File: src/design/island_pkg.sv
// Island package with bus widths, address map, boot mode encoding and boot ROM image
`default_nettype none

package island_pkg;

  localparam int unsigned AddrWidth = 32;
  localparam int unsigned DataWidth = 32;
  localparam int unsigned StrbWidth = DataWidth / 8;

  typedef logic [AddrWidth-1:0] addr_t;
  typedef logic [DataWidth-1:0] data_t;
  typedef logic [StrbWidth-1:0] strb_t;

  typedef enum logic [1:0] {
    BootJtag      = 2'd0,
    BootPreloaded = 2'd1,
    BootRom       = 2'd2
  } boot_mode_e;

  // --------------------
  // Address map
  // --------------------
  localparam int unsigned BankNumBytes = 1024;
  localparam addr_t BankOffset   = 32'h0000_0000;
  localparam addr_t PeriphOffset = 32'h0020_0000;
  localparam addr_t IslandEnd    = 32'h0080_0000;

  // Relative to PeriphOffset
  localparam addr_t SocCtrlOffset = 32'h0000_0000;
  localparam addr_t SocCtrlRange  = 32'h0000_1000;
  localparam addr_t BootRomOffset = 32'h0000_1000;
  localparam addr_t BootRomRange  = 32'h0000_1000;

  localparam addr_t RegBootAddr = 32'h0;
  localparam addr_t RegFetchEn  = 32'h4;
  localparam addr_t RegBootMode = 32'h8;

  localparam data_t ErrorPattern = 32'hBADCAB1E;

  // --------------------
  // Boot ROM
  // --------------------
  localparam int unsigned BootRomWords = 16;

  // Small boot stub, parks in a wfi loop
  localparam data_t boot_rom_table [BootRomWords] = '{
    32'h0020_02b7, 32'h0002_a303, 32'h0043_0313, 32'h0062_a023,
    32'h0000_0013, 32'h0000_0013, 32'h1050_0073, 32'hffdf_f06f,
    32'h0000_0013, 32'h0000_0013, 32'h0000_0013, 32'h0000_0013,
    32'h0000_0013, 32'h0000_0013, 32'h0000_0013, 32'h0000_006f
  };

  localparam addr_t BootAddrDefault = PeriphOffset + BootRomOffset + 32'h80;

endpackage

`default_nettype wire

File: src/design/mem_bus_if.sv
// Memory bus with req/gnt handshake and a registered rvalid response
`timescale 1ns/10ps
`default_nettype none

interface mem_bus_if;

  logic               req;
  logic               gnt;
  logic               rvalid;
  logic               we;
  island_pkg::strb_t  be;
  island_pkg::addr_t  addr;
  island_pkg::data_t  wdata;
  island_pkg::data_t  rdata;
  logic               err;

  modport manager (
    output req, we, be, addr, wdata,
    input  gnt, rvalid, rdata, err
  );

  modport subordinate (
    input  req, we, be, addr, wdata,
    output gnt, rvalid, rdata, err
  );

endinterface

`default_nettype wire

File: src/design/island_xbar.sv
// Two-manager crossbar to the memory banks and peripherals with round-robin arbitration
`timescale 1ns/10ps
`default_nettype none

module island_xbar #(
  parameter int unsigned BankBytes = island_pkg::BankNumBytes
) (
  input  logic           clk_i,
  input  logic           rst_ni,
  mem_bus_if.subordinate m0_bus,
  mem_bus_if.subordinate m1_bus,
  mem_bus_if.manager     bank0_bus,
  mem_bus_if.manager     bank1_bus,
  mem_bus_if.manager     periph_bus
);

  localparam int unsigned NumTargets = 3;
  localparam int unsigned ReqW = 1 + island_pkg::StrbWidth + island_pkg::AddrWidth
                                 + island_pkg::DataWidth;
  localparam int unsigned RspW = island_pkg::DataWidth + 1;

  typedef logic [1:0] tgt_idx_t;

  localparam tgt_idx_t TgtBank0  = 2'd0;
  localparam tgt_idx_t TgtBank1  = 2'd1;
  localparam tgt_idx_t TgtPeriph = 2'd2;

  logic     [1:0]                 m_req, m_gnt, m_rvalid;
  logic     [1:0][ReqW-1:0]       m_wreq;
  logic     [1:0][RspW-1:0]       m_rsp;
  tgt_idx_t [1:0]                 m_tgt;
  logic     [NumTargets-1:0]      t_req, t_gnt, t_rvalid;
  logic     [NumTargets-1:0][ReqW-1:0] t_wreq;
  logic     [NumTargets-1:0][RspW-1:0] t_rsp;
  logic     [NumTargets-1:0][1:0] grant;

  // Request aggregate is {we, be, addr, wdata}
  assign m_req[0]  = m0_bus.req;
  assign m_wreq[0] = {m0_bus.we, m0_bus.be, m0_bus.addr, m0_bus.wdata};
  assign m0_bus.gnt    = m_gnt[0];
  assign m0_bus.rvalid = m_rvalid[0];
  assign {m0_bus.rdata, m0_bus.err} = m_rsp[0];

  assign m_req[1]  = m1_bus.req;
  assign m_wreq[1] = {m1_bus.we, m1_bus.be, m1_bus.addr, m1_bus.wdata};
  assign m1_bus.gnt    = m_gnt[1];
  assign m1_bus.rvalid = m_rvalid[1];
  assign {m1_bus.rdata, m1_bus.err} = m_rsp[1];

  assign bank0_bus.req = t_req[TgtBank0];
  assign {bank0_bus.we, bank0_bus.be, bank0_bus.addr, bank0_bus.wdata} = t_wreq[TgtBank0];
  assign t_gnt[TgtBank0]    = bank0_bus.gnt;
  assign t_rvalid[TgtBank0] = bank0_bus.rvalid;
  assign t_rsp[TgtBank0]    = {bank0_bus.rdata, bank0_bus.err};

  assign bank1_bus.req = t_req[TgtBank1];
  assign {bank1_bus.we, bank1_bus.be, bank1_bus.addr, bank1_bus.wdata} = t_wreq[TgtBank1];
  assign t_gnt[TgtBank1]    = bank1_bus.gnt;
  assign t_rvalid[TgtBank1] = bank1_bus.rvalid;
  assign t_rsp[TgtBank1]    = {bank1_bus.rdata, bank1_bus.err};

  assign periph_bus.req = t_req[TgtPeriph];
  assign {periph_bus.we, periph_bus.be, periph_bus.addr, periph_bus.wdata} = t_wreq[TgtPeriph];
  assign t_gnt[TgtPeriph]    = periph_bus.gnt;
  assign t_rvalid[TgtPeriph] = periph_bus.rvalid;
  assign t_rsp[TgtPeriph]    = {periph_bus.rdata, periph_bus.err};

  // --------------------
  // Arbitration
  // --------------------
  for (genvar t = 0; t < NumTargets; t++) begin : gen_arb
    logic [1:0] want;
    logic       prio_q;

    assign want[0] = m_req[0] && (m_tgt[0] == tgt_idx_t'(t));
    assign want[1] = m_req[1] && (m_tgt[1] == tgt_idx_t'(t));

    // prio_q set means m1 wins the next conflict
    assign grant[t][0] = want[0] && (!want[1] || !prio_q);
    assign grant[t][1] = want[1] && (!want[0] || prio_q);
    assign t_req[t]    = |want;
    assign t_wreq[t]   = grant[t][1] ? m_wreq[1] : m_wreq[0];

    always_ff @(posedge clk_i or negedge rst_ni) begin
      if (!rst_ni) begin
        prio_q <= 1'b0;
      end else if (&want) begin
        prio_q <= grant[t][0];
      end
    end
  end

  // --------------------
  // Decode and response
  // --------------------
  for (genvar i = 0; i < 2; i++) begin : gen_mgr
    island_pkg::addr_t offset;
    logic              inflight_q;
    tgt_idx_t          route_q;

    assign offset = m_wreq[i][island_pkg::DataWidth +: island_pkg::AddrWidth]
                    - island_pkg::BankOffset;
    // Anything outside the banks goes to the peripheral target
    assign m_tgt[i] = (offset < BankBytes)     ? TgtBank0 :
                      (offset < 2 * BankBytes) ? TgtBank1 : TgtPeriph;

    assign m_gnt[i] = grant[m_tgt[i]][i] && t_gnt[m_tgt[i]];

    always_ff @(posedge clk_i or negedge rst_ni) begin
      if (!rst_ni) begin
        inflight_q <= 1'b0;
        route_q    <= TgtBank0;
      end else begin
        inflight_q <= m_req[i] && m_gnt[i];
        if (m_req[i] && m_gnt[i]) begin
          route_q <= m_tgt[i];
        end
      end
    end

    assign m_rvalid[i] = inflight_q && t_rvalid[route_q];
    assign m_rsp[i]    = t_rsp[route_q];
  end

endmodule

`default_nettype wire

File: src/flat_wrapper.sv
// flat-port wrapper written by rule: the top's interface ports become plain ports
module island_xbar_flat 
#(
  parameter int unsigned BankBytes = island_pkg::BankNumBytes
)
  (clk_i, rst_ni, m0_bus_req, m0_bus_we, m0_bus_be, m0_bus_addr, m0_bus_wdata, m0_bus_gnt, m0_bus_rvalid, m0_bus_rdata, m0_bus_err, m1_bus_req, m1_bus_we, m1_bus_be, m1_bus_addr, m1_bus_wdata, m1_bus_gnt, m1_bus_rvalid, m1_bus_rdata, m1_bus_err, bank0_bus_req, bank0_bus_we, bank0_bus_be, bank0_bus_addr, bank0_bus_wdata, bank0_bus_gnt, bank0_bus_rvalid, bank0_bus_rdata, bank0_bus_err, bank1_bus_req, bank1_bus_we, bank1_bus_be, bank1_bus_addr, bank1_bus_wdata, bank1_bus_gnt, bank1_bus_rvalid, bank1_bus_rdata, bank1_bus_err, periph_bus_req, periph_bus_we, periph_bus_be, periph_bus_addr, periph_bus_wdata, periph_bus_gnt, periph_bus_rvalid, periph_bus_rdata, periph_bus_err);
  mem_bus_if m0_bus_i ();
  mem_bus_if m1_bus_i ();
  mem_bus_if bank0_bus_i ();
  mem_bus_if bank1_bus_i ();
  mem_bus_if periph_bus_i ();
  input  logic clk_i;
  input  logic rst_ni;
  input wire logic [$bits(m0_bus_i.req)-1:0] m0_bus_req;
  input wire logic [$bits(m0_bus_i.we)-1:0] m0_bus_we;
  input wire logic [$bits(m0_bus_i.be)-1:0] m0_bus_be;
  input wire logic [$bits(m0_bus_i.addr)-1:0] m0_bus_addr;
  input wire logic [$bits(m0_bus_i.wdata)-1:0] m0_bus_wdata;
  output wire logic [$bits(m0_bus_i.gnt)-1:0] m0_bus_gnt;
  output wire logic [$bits(m0_bus_i.rvalid)-1:0] m0_bus_rvalid;
  output wire logic [$bits(m0_bus_i.rdata)-1:0] m0_bus_rdata;
  output wire logic [$bits(m0_bus_i.err)-1:0] m0_bus_err;
  input wire logic [$bits(m1_bus_i.req)-1:0] m1_bus_req;
  input wire logic [$bits(m1_bus_i.we)-1:0] m1_bus_we;
  input wire logic [$bits(m1_bus_i.be)-1:0] m1_bus_be;
  input wire logic [$bits(m1_bus_i.addr)-1:0] m1_bus_addr;
  input wire logic [$bits(m1_bus_i.wdata)-1:0] m1_bus_wdata;
  output wire logic [$bits(m1_bus_i.gnt)-1:0] m1_bus_gnt;
  output wire logic [$bits(m1_bus_i.rvalid)-1:0] m1_bus_rvalid;
  output wire logic [$bits(m1_bus_i.rdata)-1:0] m1_bus_rdata;
  output wire logic [$bits(m1_bus_i.err)-1:0] m1_bus_err;
  output wire logic [$bits(bank0_bus_i.req)-1:0] bank0_bus_req;
  output wire logic [$bits(bank0_bus_i.we)-1:0] bank0_bus_we;
  output wire logic [$bits(bank0_bus_i.be)-1:0] bank0_bus_be;
  output wire logic [$bits(bank0_bus_i.addr)-1:0] bank0_bus_addr;
  output wire logic [$bits(bank0_bus_i.wdata)-1:0] bank0_bus_wdata;
  input wire logic [$bits(bank0_bus_i.gnt)-1:0] bank0_bus_gnt;
  input wire logic [$bits(bank0_bus_i.rvalid)-1:0] bank0_bus_rvalid;
  input wire logic [$bits(bank0_bus_i.rdata)-1:0] bank0_bus_rdata;
  input wire logic [$bits(bank0_bus_i.err)-1:0] bank0_bus_err;
  output wire logic [$bits(bank1_bus_i.req)-1:0] bank1_bus_req;
  output wire logic [$bits(bank1_bus_i.we)-1:0] bank1_bus_we;
  output wire logic [$bits(bank1_bus_i.be)-1:0] bank1_bus_be;
  output wire logic [$bits(bank1_bus_i.addr)-1:0] bank1_bus_addr;
  output wire logic [$bits(bank1_bus_i.wdata)-1:0] bank1_bus_wdata;
  input wire logic [$bits(bank1_bus_i.gnt)-1:0] bank1_bus_gnt;
  input wire logic [$bits(bank1_bus_i.rvalid)-1:0] bank1_bus_rvalid;
  input wire logic [$bits(bank1_bus_i.rdata)-1:0] bank1_bus_rdata;
  input wire logic [$bits(bank1_bus_i.err)-1:0] bank1_bus_err;
  output wire logic [$bits(periph_bus_i.req)-1:0] periph_bus_req;
  output wire logic [$bits(periph_bus_i.we)-1:0] periph_bus_we;
  output wire logic [$bits(periph_bus_i.be)-1:0] periph_bus_be;
  output wire logic [$bits(periph_bus_i.addr)-1:0] periph_bus_addr;
  output wire logic [$bits(periph_bus_i.wdata)-1:0] periph_bus_wdata;
  input wire logic [$bits(periph_bus_i.gnt)-1:0] periph_bus_gnt;
  input wire logic [$bits(periph_bus_i.rvalid)-1:0] periph_bus_rvalid;
  input wire logic [$bits(periph_bus_i.rdata)-1:0] periph_bus_rdata;
  input wire logic [$bits(periph_bus_i.err)-1:0] periph_bus_err;
  assign m0_bus_i.req = m0_bus_req;
  assign m0_bus_i.we = m0_bus_we;
  assign m0_bus_i.be = m0_bus_be;
  assign m0_bus_i.addr = m0_bus_addr;
  assign m0_bus_i.wdata = m0_bus_wdata;
  assign m0_bus_gnt = m0_bus_i.gnt;
  assign m0_bus_rvalid = m0_bus_i.rvalid;
  assign m0_bus_rdata = m0_bus_i.rdata;
  assign m0_bus_err = m0_bus_i.err;
  assign m1_bus_i.req = m1_bus_req;
  assign m1_bus_i.we = m1_bus_we;
  assign m1_bus_i.be = m1_bus_be;
  assign m1_bus_i.addr = m1_bus_addr;
  assign m1_bus_i.wdata = m1_bus_wdata;
  assign m1_bus_gnt = m1_bus_i.gnt;
  assign m1_bus_rvalid = m1_bus_i.rvalid;
  assign m1_bus_rdata = m1_bus_i.rdata;
  assign m1_bus_err = m1_bus_i.err;
  assign bank0_bus_req = bank0_bus_i.req;
  assign bank0_bus_we = bank0_bus_i.we;
  assign bank0_bus_be = bank0_bus_i.be;
  assign bank0_bus_addr = bank0_bus_i.addr;
  assign bank0_bus_wdata = bank0_bus_i.wdata;
  assign bank0_bus_i.gnt = bank0_bus_gnt;
  assign bank0_bus_i.rvalid = bank0_bus_rvalid;
  assign bank0_bus_i.rdata = bank0_bus_rdata;
  assign bank0_bus_i.err = bank0_bus_err;
  assign bank1_bus_req = bank1_bus_i.req;
  assign bank1_bus_we = bank1_bus_i.we;
  assign bank1_bus_be = bank1_bus_i.be;
  assign bank1_bus_addr = bank1_bus_i.addr;
  assign bank1_bus_wdata = bank1_bus_i.wdata;
  assign bank1_bus_i.gnt = bank1_bus_gnt;
  assign bank1_bus_i.rvalid = bank1_bus_rvalid;
  assign bank1_bus_i.rdata = bank1_bus_rdata;
  assign bank1_bus_i.err = bank1_bus_err;
  assign periph_bus_req = periph_bus_i.req;
  assign periph_bus_we = periph_bus_i.we;
  assign periph_bus_be = periph_bus_i.be;
  assign periph_bus_addr = periph_bus_i.addr;
  assign periph_bus_wdata = periph_bus_i.wdata;
  assign periph_bus_i.gnt = periph_bus_gnt;
  assign periph_bus_i.rvalid = periph_bus_rvalid;
  assign periph_bus_i.rdata = periph_bus_rdata;
  assign periph_bus_i.err = periph_bus_err;
  island_xbar #(.BankBytes(BankBytes)) u_core (.clk_i(clk_i), .rst_ni(rst_ni), .m0_bus(m0_bus_i), .m1_bus(m1_bus_i), .bank0_bus(bank0_bus_i), .bank1_bus(bank1_bus_i), .periph_bus(periph_bus_i));
endmodule
File: config.mk
export PLATFORM = sky130hd
export DESIGN_NAME = island_xbar_flat
export DESIGN_NICKNAME = d
export VERILOG_FILES = /design/src/design/island_pkg.sv /design/src/design/mem_bus_if.sv /design/src/design/island_xbar.sv /design/src/flat_wrapper.sv
export SDC_FILE = /design/constraint.sdc
export NUM_CORES = 1
export LEC_CHECK = 0
export BUFFER_PORTS_ARGS = -buffer_cell sky130_fd_sc_hd__clkbuf_2
export CAP_MARGIN = 5
export CORE_AREA = 2 2 206 208
export DETAILED_ROUTE_END_ITERATION = 16
export DIE_AREA = 0 0 208 210
export PLACE_DENSITY = 0.37
export SYNTH_ARGS = -nofsm -noshare
export SYNTH_HDL_FRONTEND = slang
export SYNTH_SLANG_ARGS = --single-unit
File: constraint.sdc
create_clock -name clk_i -period 4.3 [get_ports clk_i]
set_input_delay 0.86 -clock clk_i [delete_from_list [all_inputs] [get_ports clk_i]]
set_output_delay 0.86 -clock clk_i [all_outputs]
set_load 0.02 [all_outputs]
# Yosys cells after proc, flatten, opt, wreduce, memory -nomap -nowiden
# Cells that the tools add are included.
[classes] magnitude_cmp=8 eq_ne=4 mux=23 reduce_logical=41
[ops] operator="69-bit two-way mux" count=3
[ops] operator="33-bit binary-select mux with 2-bit select" count=2
[ops] operator="33-bit two-way mux" count=2
[ops] operator="32-bit by 11-bit less-than comparator with 1-bit output, second input constant" count=2
[ops] operator="32-bit by 12-bit less-than comparator with 1-bit output, second input constant" count=2
[ops] operator="1-bit logical AND" count=18
[ops] operator="2-bit by 3-bit less-than comparator with 1-bit output, second input constant" count=4
[ops] operator="2-bit two-way mux" count=5
[ops] operator="1-bit zero test" count=9
[ops] operator="1-bit binary-select mux with 2-bit select" count=4
[ops] operator="2-bit binary-select mux with 2-bit select" count=2
[ops] operator="1-bit logical OR" count=6
[ops] operator="2-bit AND reduction" count=3
[ops] operator="2-bit OR reduction" count=3
[ops] operator="1-bit two-way mux" count=5
[ops] operator="2-bit by 1-bit == test with 1-bit output, second input constant" count=2
[ops] operator="2-bit == test, second input constant" count=2
[ops] operator="2-bit zero test" count=2
[word_totals] regBits=9 output_inout_bits=280 wordCells=83

# Logic depth before layout (Yosys ltp)
# Gate-level depths: netlist of run 1.
[depth] word_depth=12 depth_mapped=7 ltp_nobuf=6

# Least setup slack after synthesis of run 1
# OpenSTA, ideal clock, no wires.
[synth_timing] kind="input to output" from="input m0_bus_addr[26]" to="output bank1_bus_wdata[0]" arrival_time_ps=2454 t_required_ps=3440 slack_ps=986 path_stages=6 n_path_buf=1 cell_sequence="nor4_2 and4_4 nand4_4 o2111ai_4 buf_6 mux2_2"
[synth_via] elab_chain_cells=9
[synth_rtl] element="from (decl)" line="flat_wrapper.sv:17" source="input wire logic [$bits(m0_bus_i.addr)-1:0] m0_bus_addr;"
[synth_rtl] element="32-bit by 12-bit less-than comparator with 1-bit output" line="island_xbar.sv:105" source="(offset < 2 * BankBytes) ? TgtBank1 : TgtPeriph;"
[synth_rtl] element="2-bit two-way mux" line="island_xbar.sv:105"
[synth_rtl] element="2-bit two-way mux (*)" line="island_xbar.sv:104" source="assign m_tgt[i] = (offset < BankBytes) ? TgtBank0 :"
[synth_rtl] element="2-bit by 1-bit == test with 1-bit output (*)" line="island_xbar.sv:75" source="assign want[0] = m_req[0] && (m_tgt[0] == tgt_idx_t'(t));"
[synth_rtl] element="1-bit logical AND (*)" line="island_xbar.sv:75"
[synth_rtl] element="1-bit zero test (*)" line="island_xbar.sv:80" source="assign grant[t][1] = want[1] && (!want[0] || prio_q);"
[synth_rtl] element="1-bit logical OR (*)" line="island_xbar.sv:80"
[synth_rtl] element="1-bit logical AND (*)" line="island_xbar.sv:80"
[synth_rtl] element="69-bit two-way mux (*)" line="island_xbar.sv:82" source="assign t_wreq[t] = grant[t][1] ? m_wreq[1] : m_wreq[0];"
[synth_rtl] element="to (decl)" line="flat_wrapper.sv:45" source="output wire logic [$bits(bank1_bus_i.wdata)-1:0] bank1_bus_wdata;"
# Mark *: on every way between the ends. The rest lies on a longest branch, timed or not.

# Final worst setup path of run 1
[layout_timing] from="input m0_bus_addr[12]" to="output bank1_bus_wdata[28]"
# Same word-level chain as after synthesis.

==> summary.md, run 1 <==
| Metric | Value |
|---|---|
| Final #Nets | `1,296` |
| Row count | `75` |
| Drt total wl | `roughly 29 mm` |
| Post-CTS setup buffer count | `0` |
| CP Max Fanout | `68` |
| Most common cell after layout, fill and taps aside | `clkbuf_2` |
| Leakage power | `roughly 4 nW` |
| Worst slack at placement | `0.255 ns` |
| Total GRT Usage | `between 10% and 20%` |
| Synth cell types | `42` |
| Post-synth EDFFs | `0` |
| Worst Max-Slew Pin Slew | `slightly below 0.8 ns` |
| FF+latch area | `between 200 and 250 sq um` |
| Pwr per Cell Area | `about 200 nW/um^2` |
| Register area share after synthesis | `between 5 and 6%` |
| Yosys reg bits | `9` |
| Post-route clock skew | `about 0.00027 ns` |
| Post-Syn Area | `4400 sq um` |
| Die area | `43,700 sq um` |
| Share of layout cells above drive strength 1 | `between 60% and 70%` |
| Clock buffer depth | `2` |
| Clock slew at reported path FFs | `approximately 0.04 ns` |
| Syn Inst Count | `about 540` |
| Worst EP arrival | `approximately 3.1 ns` |
| DRC violations left | `0` |
| Dominant synthesized flop cell | `dfrtp_1` |
| Clock Sink Count | `9` |
| DR iter-0 viols | `252` |
| Area Overhead vs Synth | `77.1%` |
| Core area | `around 41,000 sq um` |
| Via density | `slightly below 4` |
| IO Count | `roughly 530` |
| Max Cap Violations | `0` |
| Max Freq | `roughly 0.25 GHz` |
| Total power | `around 1.6 mW` |
| WP data required | `3.44 ns` |
| Final hold vios | `0` |
| H-tree depth | `1` |
| Fill cells | `4,796` |
| Yosys warns | `0` |
| Setup violations, final | `0` |
| Remaining antenna violation count after routing | `0` |
| Initial antenna violation count | `5` |
| CTS Hold Buffers Added | `0` |
| Setup crit end kind | `output port` |
| Most frequent cells in the layout | `526 x clkbuf_2, 155 x mux2_2, 75 x nand2_1` |
| Mean post-synth cell area | `between 8 and 9 sq um` |
| First-pass GRT wire length | `between 40 and 50 mm` |
| Fin cells | `roughly 1,600` |
| Pin count of the biggest net entering global routing | `69` |
| Maximum VDD drop | `between 0.1 and 0.15 mV` |
| Hold WC Path Type | `primary input to async pin` |
| Count of input and output buffers | `approximately 530` |
| Synth async-reset ratio | `100%` |
| Setup TNS | `0 ns` |
| CTS resizes | `0` |
| Status | `complete, no violations` |
| TritonCTS clock tree | `built` |
| Avg WL per Cell | `approximately 18 um` |
| Final critical-path share of the clock period | `a little over 90%` |
| Critical path type | `primary input to output port` |
| Drt pass-1 iters | `4` |
| Final Util | `between 10% and 20%` |
| Final WS setup | `between 0.3 and 0.4 ns` |
| Clk root buf | `clkbuf_16` |
| Cts bufs inserted | `3` |
| Placed Cells | `1,583` |
| Area occupied by multi-input gates | `roughly 3900 sq um` |
| Grt total ovfl | `0` |
| Syn Nets | `around 790` |
| Via Count | `6,288` |
| Chip Height | `about 210 um` |
| Vias in the first global route | `6,252` |
| Pins over their slew limit | `0` |
| Horiz. Die Dim | `208 um` |
| Startpoint Class | `primary input` |
| Worst skew pair latency | `0.23 ns` |
| Detailed Place HPWL | `about 25 mm` |
| Unrepaired setup endpoints after global routing | `false` |
| Worst slew margin | `47.7%` |
| Fin crit period | `around 4 ns` |
| Initial Util | `a little over a tenth` |
| R2R cell count | `4` |
| GP Congestion | `between 0.8 and 0.9` |
sequential cells by signal (all words and copies together), names as in the netlist:
signal,flops
u_core.gen_mgr.route_q,4
u_core.gen_mgr.inflight_q,2
u_core.gen_arb.prio_q,3
cell usage after synthesis, types with 2 or more instances:
| library cell | number | area share [%] |
|---|---|---|
| a31oi_1 | 3 | 0.43 |
| nand2_1 | 75 | 6.4 |
| nor3_1 | 3 | 0.34 |
| dfrtp_1 | 9 | 5.1 |
| nand2b_1 | 2 | 0.28 |
| buf_1 | 3 | 0.26 |
| xor2_1 | 3 | 0.60 |
| mux2i_1 | 69 | 16 |
| and4_1 | 2 | 0.40 |
| a21oi_1 | 3 | 0.34 |
| buf_6 | 6 | 1.5 |
| and3_1 | 2 | 0.28 |
| mux2_4 | 2 | 0.68 |
| mux2_2 | 155 | 40 |
| and2_1 | 42 | 6.0 |
| inv_1 | 4 | 0.34 |
| nand4_1 | 5 | 0.71 |
| nand3_1 | 4 | 0.45 |
| nor4_2 | 2 | 0.57 |
| mux2_1 | 7 | 1.8 |
| nor4_1 | 3 | 0.43 |
| clkbuf_1 | 20 | 1.7 |
| buf_2 | 4 | 0.45 |
| o21ai_0 | 68 | 7.7 |
| nor2b_1 | 4 | 0.57 |
| buf_4 | 10 | 1.7 |
| nor2_1 | 13 | 1.1 |
critical path, stage by stage:
cell,delay (ns)
clkbuf_2,0.14
nor4_2,0.41
and4_4,0.34
nand4_4,0.12
o2111ai_4,0.29
buf_12,0.30
mux2_2,0.39
clkbuf_2,0.16
per-layer routing:
metal / routed length, um / share of wire [%] / track usage [%]
met1: 11200 / 39 / 14.2
met2: 14300 / 50 / 22.3
met3: 2190 / 7.6 / 2.62
met4: 1040 / 3.6 / 3.42
met5: 31 / 0.11 / 0
power breakdown:
group          switching [mW]  internal (mW)  total (mW)
Combinational           0.787          0.497        1.28
Clock                  0.0422          0.124       0.166
Sequential             0.0118         0.0954       0.107
Total                   0.841          0.716        1.56
path summary, 6_finish.rpt:
kind,startpoint,end,slack [ns]
min in group clk_i,u_core.gen_arb[1].prio_q$_DFFE_PN0P_,u_core.gen_arb[1].prio_q$_DFFE_PN0P_,0.55
max reg2reg,u_core.gen_arb[2].prio_q$_DFFE_PN0P_,u_core.gen_mgr[1].route_q[1]$_DFFE_PN0P_,2.63
min,rst_ni,u_core.gen_mgr[0].inflight_q$_DFF_PN0_,0.49
max,m0_bus_addr[12],bank1_bus_wdata[28],0.31
max in group asynchronous,rst_ni,u_core.gen_mgr[0].route_q[1]$_DFFE_PN0P_,3.59
min reg2reg,u_core.gen_arb[1].prio_q$_DFFE_PN0P_,u_core.gen_arb[1].prio_q$_DFFE_PN0P_,0.55
per-stage QoR:
step	area, sq um	hold WS [ns]
6_report	7800	0.486
5_1_grt	7790	0.504
4_1_cts	7790	0.496
3_5_place_dp	7710	0.545
3_3_place_gp	7710	0.547
2_1_floorplan	4400	0.482
cell type report:
| class | count | area share, % |
|---|---|---|
| Antenna cell | 3 | 0.0963 |
| Clock buffer | 4 | 1.01 |
| Inverter | 4 | 0.193 |
| Multi-Input combinational cell | 482 | 50.4 |
| Sequential cell | 9 | 2.92 |
| Tap cell | 539 | 8.65 |
| Timing Repair Buffer | 549 | 36.8 |
logic make-up (layout without fill, tap and decap cells):
kind of cell	Yosys count	in the layout	synth area share, %
other	0	3	0
multiplexers	233	233	57.8
AND/OR/NAND/NOR	161	161	18.9
buffers and inverters	47	557	6.00
flip-flops	9	9	5.12
AO/OA/AOI/OAI	85	85	11.6
XOR/XNOR	3	3	0.597
(Power assumes the default switching activity.)
==> run 2: changes to the inputs <==
Settings changed: PLACE_DENSITY 0.37 to 0.4.
==> summary.md, run 2 (synthesis gave the netlist of run 1 again) <==
| Metric | Value |
|---|---|
| Status | `complete, no violations` |
| Startpoint Class | `primary input` |
| Worst Max-Slew Pin Slew | `0.754 ns (-0.0296 ns)` |
| Die area | `43,700 sq um (unchanged)` |
| Clock Sink Count | `9 (unchanged)` |
| Largest registers | `u_core.gen_mgr.route_q x4, u_core.gen_arb.prio_q x3, u_core.gen_mgr.inflight_q x2` |
| Cts bufs inserted | `3 (unchanged)` |
| Post-route clock skew | `0.00162 ns (+0.00135 ns)` |
| Initial antenna violation count | `2 (-3)` |
| Fin crit period | `3.91 ns (-0.0803 ns)` |
| Final #Nets | `1,298 (+0.15%)` |
| Critical path type | `primary input to output port` |
| Remaining antenna violation count after routing | `0 (unchanged)` |
| Worst EP arrival | `3.05 ns (-0.08 ns)` |
| Chip Height | `210 um (unchanged)` |
| Share of layout cells above drive strength 1 | `69.3% (about the same)` |
| Pins over their slew limit | `0 (unchanged)` |
| Max Cap Violations | `0 (unchanged)` |
| Initial Util | `10.6% (unchanged)` |
| Worst skew pair latency | `0.23 ns (about the same)` |
| FF+latch area | `228 sq um (unchanged)` |
| IO Count | `527 (unchanged)` |
| Vias in the first global route | `6,437 (+3.0%)` |
| Leakage power | `4.12 nW (+0.33%)` |
| H-tree depth | `1 (unchanged)` |
| Worst slack at placement | `0.375 ns (+0.120 ns)` |
| Via density | `3.94 (-0.30%)` |
| Pin count of the biggest net entering global routing | `71 (+2.9%)` |
| WP data required | `3.44 ns (about the same)` |
| TritonCTS clock tree | `built` |
| Unrepaired setup endpoints after global routing | `false` |
| First-pass GRT wire length | `41.1 mm (+0.68%)` |
| Max Freq | `0.256 GHz (+2.1%)` |
| Clock buffer depth | `2 (unchanged)` |
| Worst slew margin | `49.5% (+1.8 points)` |
| Drt total wl | `28.3 mm (-1.4%)` |
| Total GRT Usage | `12.1% (-0.089 points)` |
| Row count | `75 (unchanged)` |
| Most common cell after layout, fill and taps aside | `clkbuf_2` |
| Detailed Place HPWL | `24.6 mm (-1.1%)` |
| Maximum VDD drop | `0.113 mV (-1.2%)` |
| Area occupied by multi-input gates | `3930 sq um (unchanged)` |
| CTS Hold Buffers Added | `0 (unchanged)` |
| Setup TNS | `0 ns (unchanged)` |
| Fill cells | `4,765 (-0.65%)` |
| Pwr per Cell Area | `202 nW/um^2 (+1.4%)` |
| Grt total ovfl | `0 (unchanged)` |
| Max reg flops | `4 (unchanged)` |
| Top reg by flops | `u_core.gen_mgr.route_q` |
| GP Congestion | `0.950 (+11%)` |
| DR iter-0 viols | `257 (+2.0%)` |
| Clk root buf | `clkbuf_16` |
| Avg WL per Cell | `17.8 um (-1.4%)` |
| Most frequent cells in the layout | `526 x clkbuf_2, 155 x mux2_2, 75 x nand2_1` |
| Final critical-path share of the clock period | `91.0% (-1.9 points)` |
| CTS resizes | `0 (unchanged)` |
| Drt pass-1 iters | `5 (+1)` |
| Clock slew at reported path FFs | `0.04 ns (about the same)` |
| Hold WC Path Type | `primary input to async pin` |
| DRC violations left | `0 (unchanged)` |
| Via Count | `6,269 (-0.30%)` |
| Count of input and output buffers | `526 (unchanged)` |
| Area Overhead vs Synth | `77.4%` |
| Post-CTS setup buffer count | `0 (unchanged)` |
| Horiz. Die Dim | `208 um (unchanged)` |
| Setup crit end kind | `output port` |
| CP Max Fanout | `38 (-44%)` |
| Final WS setup | `0.388 ns (+0.0803 ns)` |
| Core area | `41,500 sq um (unchanged)` |
| Setup violations, final | `0 (unchanged)` |
| Final hold vios | `0 (unchanged)` |
-- run 2: power by group --
part	internal (mW)	leakage (nW)	switching (mW)
combinational	0.513	3.97	0.785
sequential	0.0955	0.113	0.0213
clock	0.124	0.0382	0.0417
total	0.733	4.12	0.848
-- run 2: area by class of cell --
| class | instances | area share, % |
|---|---|---|
| diodes | 1 | 0.0321 |
| clock buffers | 4 | 1.01 |
| inverters | 4 | 0.192 |
| multi-input cells | 482 | 50.3 |
| flip-flops and latches | 9 | 2.92 |
| well taps | 539 | 8.64 |
| repair buffers | 551 | 36.9 |
-- run 2: final timing paths --
kind	slack [ns]	from	to	cells past startpoint
hold reg to reg	0.55	u_core.gen_arb[0].prio_q$_DFFE_PN0P_	u_core.gen_arb[0].prio_q$_DFFE_PN0P_	1
setup reg to reg	2.42	u_core.gen_arb[2].prio_q$_DFFE_PN0P_	u_core.gen_mgr[1].route_q[0]$_DFFE_PN0P_	4
max in group asynchronous	3.60	rst_ni	u_core.gen_mgr[0].route_q[1]$_DFFE_PN0P_	1
hold / removal	0.48	rst_ni	u_core.gen_mgr[1].route_q[0]$_DFFE_PN0P_	1
min in group clk_i	0.55	u_core.gen_arb[0].prio_q$_DFFE_PN0P_	u_core.gen_arb[0].prio_q$_DFFE_PN0P_	1
setup / recovery	0.39	m0_bus_addr[12]	bank1_bus_wdata[29]	9
-- run 2: metal layers --
metal | up-vias | global-route usage (%) | routed length [um]
met1 | 2914 | 14.1 | 11200
met4 | 2 | 3.35 | 711
met2 | 336 | 22.5 | 14500
met5 | - | 0 | 12
met3 | 28 | 2.04 | 1910
li1 | 2989 | - | -
-- run 2: worst max-delay path, stage by stage --
cell and delay [ns]:
clkbuf_2 0.14, nor4_2 0.39, and4_4 0.33, nand4_4 0.12
o2111ai_4 0.22, buf_12 0.20, buf_12 0.23, mux2_2 0.37
clkbuf_2 0.16
-- run 2: through the flow --
stage / util, % / instances / hold WS (ns) / area, sq um / total power [mW]
finish: 18.8 / 1590 / 0.482 / 7810 / 1.58
global route: 18.8 / 1589 / 0.503 / 7800 / 1.67
CTS: 18.8 / 1589 / 0.487 / 7800 / 1.60
detailed placement: 18.6 / 1585 / 0.537 / 7730 / 1.43
global placement: 18.6 / 1585 / 0.537 / 7730 / 1.43
floorplan: - / 538 / 0.482 / 4400 / 0.845
==> run 3: changes to the inputs <==
--- a/config.mk
+++ b/config.mk
@@ -12,4 +12,6 @@
 export DIE_AREA = 0 0 208 210
 export PLACE_DENSITY = 0.4
+export SKIP_LAST_GASP = 1
+export SLEW_MARGIN = 20
 export SYNTH_ARGS = -nofsm -noshare
 export SYNTH_HDL_FRONTEND = slang
==> constraint.sdc (replaced) <==
create_clock -name clk_i -period 4.3 [get_ports clk_i]
set_input_delay 0.215 -clock clk_i [delete_from_list [all_inputs] [get_ports clk_i]]
set_output_delay 0.215 -clock clk_i [all_outputs]
set_load 0.02 [all_outputs]
==> summary.md, run 3 (synthesis gave the netlist of run 1 again) <==
| Metric | Value |
|---|---|
| Max Cap Violations | `0 (unchanged)` |
| Unrepaired setup endpoints after global routing | `false` |
| Avg WL per Cell | `19.2 um (+7.5%)` |
| Clock slew at reported path FFs | `0.04 ns (about the same)` |
| WP data required | `4.09 ns (+0.65 ns)` |
| Comb pwr share | `82.0% (about the same)` |
| Critical Path Stages | `8 (-1)` |
| Grt total ovfl | `0 (unchanged)` |
| Worst flop-to-flop path startpoint | `u_core.gen_arb[2].prio_q$_DFFE_PN0P_` |
| Most common cell after layout, fill and taps aside | `clkbuf_2` |
| Post-route clock skew | `0.000458 ns (-0.00116 ns)` |
| Clk pwr share | `10.7% (+0.2 points)` |
| Worst hold start | `periph_bus_gnt` |
| Pins over their slew limit | `0 (unchanged)` |
| Top reg by flops | `u_core.gen_mgr.route_q` |
| Hold path cells | `3` |
| Fin cells | `1,578 (-0.75%)` |
| Vias in the first global route | `6,446 (+0.14%)` |
| Net Sw Frac | `53.9% (+0.27 points)` |
| Total GRT Usage | `12.9% (+0.85 points)` |
| Most frequent cells in the layout | `526 x clkbuf_2, 155 x mux2_2, 75 x nand2_1` |
| Met3 usage | `1.64% (-0.40 points)` |
| Final #Nets | `1,287 (-0.85%)` |
| GRT met2 Usage | `24.9% (+2.3 points)` |
| Register share of total power | `7.3% (about the same)` |
| Count of input and output buffers | `526 (unchanged)` |
| DRC violations left | `0 (unchanged)` |
| Fin crit period | `3.00 ns (-0.912 ns)` |
| Worst skew pair latency | `0.23 ns (about the same)` |
| TritonCTS clock tree | `built` |
| Critical path type | `primary input to output port` |
| Sw power | `0.830 mW (-2.2%)` |
| Initial Util | `10.6% (unchanged)` |
| Chip Height | `210 um (unchanged)` |
| Top delay family on crit path | `simple AND/OR/NAND/NOR gates` |
| Placed Cells | `1,573 (-0.76%)` |
| Drt total wl | `30.2 mm (+6.7%)` |
| IO Count | `527 (unchanged)` |
| Final hold vios | `0 (unchanged)` |
| DR iter-0 viols | `191 (-26%)` |
| First-pass GRT wire length | `42.7 mm (+3.9%)` |
| Slowest-stage cell, CP | `o21ai_4` |
| Pwr per Cell Area | `200 nW/um^2 (-1.3%)` |
| Row count | `75 (unchanged)` |
| Remaining antenna violation count after routing | `0 (unchanged)` |
| GR Util met1 | `14.5% (+0.45 points)` |
| Core area | `41,500 sq um (unchanged)` |
| Delay of the slowest critical-path stage | `0.67 ns (+0.28 ns)` |
| Initial antenna violation count | `1 (-1)` |
| Worst path bufs/invs | `3 (-1)` |
| Top Usage Layer GRT | `met2` |
| Most used cell, CP | `clkbuf_2` |
| Ant diodes | `0 (-1)` |
| Share of layout cells above drive strength 1 | `68.9% (-0.42 points)` |
| Post-CTS setup buffer count | `0 (unchanged)` |
| CP Max Fanout | `35 (-7.9%)` |
| Clk root buf | `clkbuf_16` |
| Horiz. Die Dim | `208 um (unchanged)` |
| Die area | `43,700 sq um (unchanged)` |
| Detailed Place HPWL | `26.3 mm (+7.1%)` |
| Status | `complete, no violations` |
| GP Congestion | `0.905 (-4.7%)` |
| Area Overhead vs Synth | `74.9%` |
| Setup TNS | `0 ns (unchanged)` |
| Cts bufs inserted | `3 (unchanged)` |
| Clock Sink Count | `9 (unchanged)` |
| Setup crit end kind | `output port` |
| Via Count | `6,271 (+0.032%)` |
| Pin count of the biggest net entering global routing | `51 (-28%)` |
| Startpoint Class | `primary input` |
| Worst EP arrival | `2.79 ns (-0.26 ns)` |
| R2r setup slk | `2.39 ns (-0.03 ns)` |
| Placed Area | `7610 sq um (-1.5%)` |
| Worst Max-Slew Pin Slew | `0.807 ns (+0.0527 ns)` |
| Setup violations, final | `0 (unchanged)` |
| Final critical-path share of the clock period | `69.8% (-21 points)` |
| Hold WS | `0.269 ns (-0.214 ns)` |
| Worst slew margin | `46.0% (-3.5 points)` |
| Max reg flops | `4 (unchanged)` |
| Leakage power | `4.06 nW (-1.5%)` |
| Int Pwr | `0.709 mW (-3.2%)` |
| H-tree depth | `1 (unchanged)` |
| Cell area after layout | `7700 sq um (-1.4%)` |
| Crit path cell chain | `clkbuf_2, nor4_2, and4_4, nand3_1, o21ai_4, buf_12, mux2_2, clkbuf_2` |
| Via density | `3.97 (+0.79%)` |
| Drt pass-1 iters | `4 (-1)` |
| Maximum VDD drop | `0.0935 mV (-17%)` |
| Hold WC Path Type | `primary input to register` |
| Worst setup path startpoint | `m0_bus_addr[12]` |
| Clock buffer depth | `2 (unchanged)` |
| R2R cell count | `4 (unchanged)` |
| Max Freq | `0.333 GHz (+30%)` |
| Largest registers | `u_core.gen_mgr.route_q x4, u_core.gen_arb.prio_q x3, u_core.gen_mgr.inflight_q x2` |
-- run 3: cell types whose count changed in the layout (fill, tap and decap cells not counted) --
cell	before	now
buf_4	20	10
buf_12	5	3
diode_2	1	0
dlygate4sd3_1	0	1
-- run 3: stage by stage --
step / setup slack [ns] / total power [mW] / utilization, %
after global placement: 1.30 / 1.38 / 18.3
after CTS: 1.27 / 1.55 / 18.6
final: 1.30 / 1.54 / 18.6
after floorplan: 2.28 / 0.845 / -
after global routing: 1.09 / 1.63 / 18.6
after detailed placement: 1.27 / 1.38 / 18.3
-- run 3: path summary, 6_finish.rpt --
path,end
hold / removal,u_core.gen_mgr[0].route_q[1]$_DFFE_PN0P_
max in group asynchronous,u_core.gen_mgr[0].route_q[1]$_DFFE_PN0P_
setup reg to reg,u_core.gen_mgr[1].route_q[1]$_DFFE_PN0P_
setup / recovery,bank0_bus_wdata[26]
min in group asynchronous,u_core.gen_mgr[0].inflight_q$_DFF_PN0_
hold reg to reg,u_core.gen_arb[1].prio_q$_DFFE_PN0P_
-- run 3: power by group through the flow --
stage | clock network (mW) | logic [mW] | registers (mW)
final | 0.165 | 1.26 | 0.112
after global placement | 0 | 1.26 | 0.114
after global routing | 0.175 | 1.34 | 0.114
after detailed placement | 0 | 1.27 | 0.114
after CTS | 0.169 | 1.27 | 0.113
after floorplan | 0 | 0.744 | 0.101
-- run 3: layer usage --
layer | vias to the layer above | part of all wire, %
met5 | - | 0.043
met4 | 2 | 3.4
met3 | 37 | 5.5
met2 | 338 | 53
met1 | 2920 | 38
li1 | 2974 | -
-- run 3: layout make-up --
cell class,instances,area (sq um)
Timing Repair Buffer,540,2780
Sequential cell,9,228
Tap cell,539,674
Inverter,4,15.0
Clock buffer,4,78.8
Multi-Input combinational cell,482,3930
Fill cell,4792,33800
-- run 3: timing repair --
action | CTS | global route
hold buffers | 1 | 0
hold endpoints to repair | 9 | 0
gates resized for setup | 0 | 0
endpoints found under the setup margin | 0 | 0
-- run 3: tightest hold or removal path, cell delays in order --
cell      delay, ns
clkbuf_2       0.12
inv_1          0.06
o22ai_1        0.07
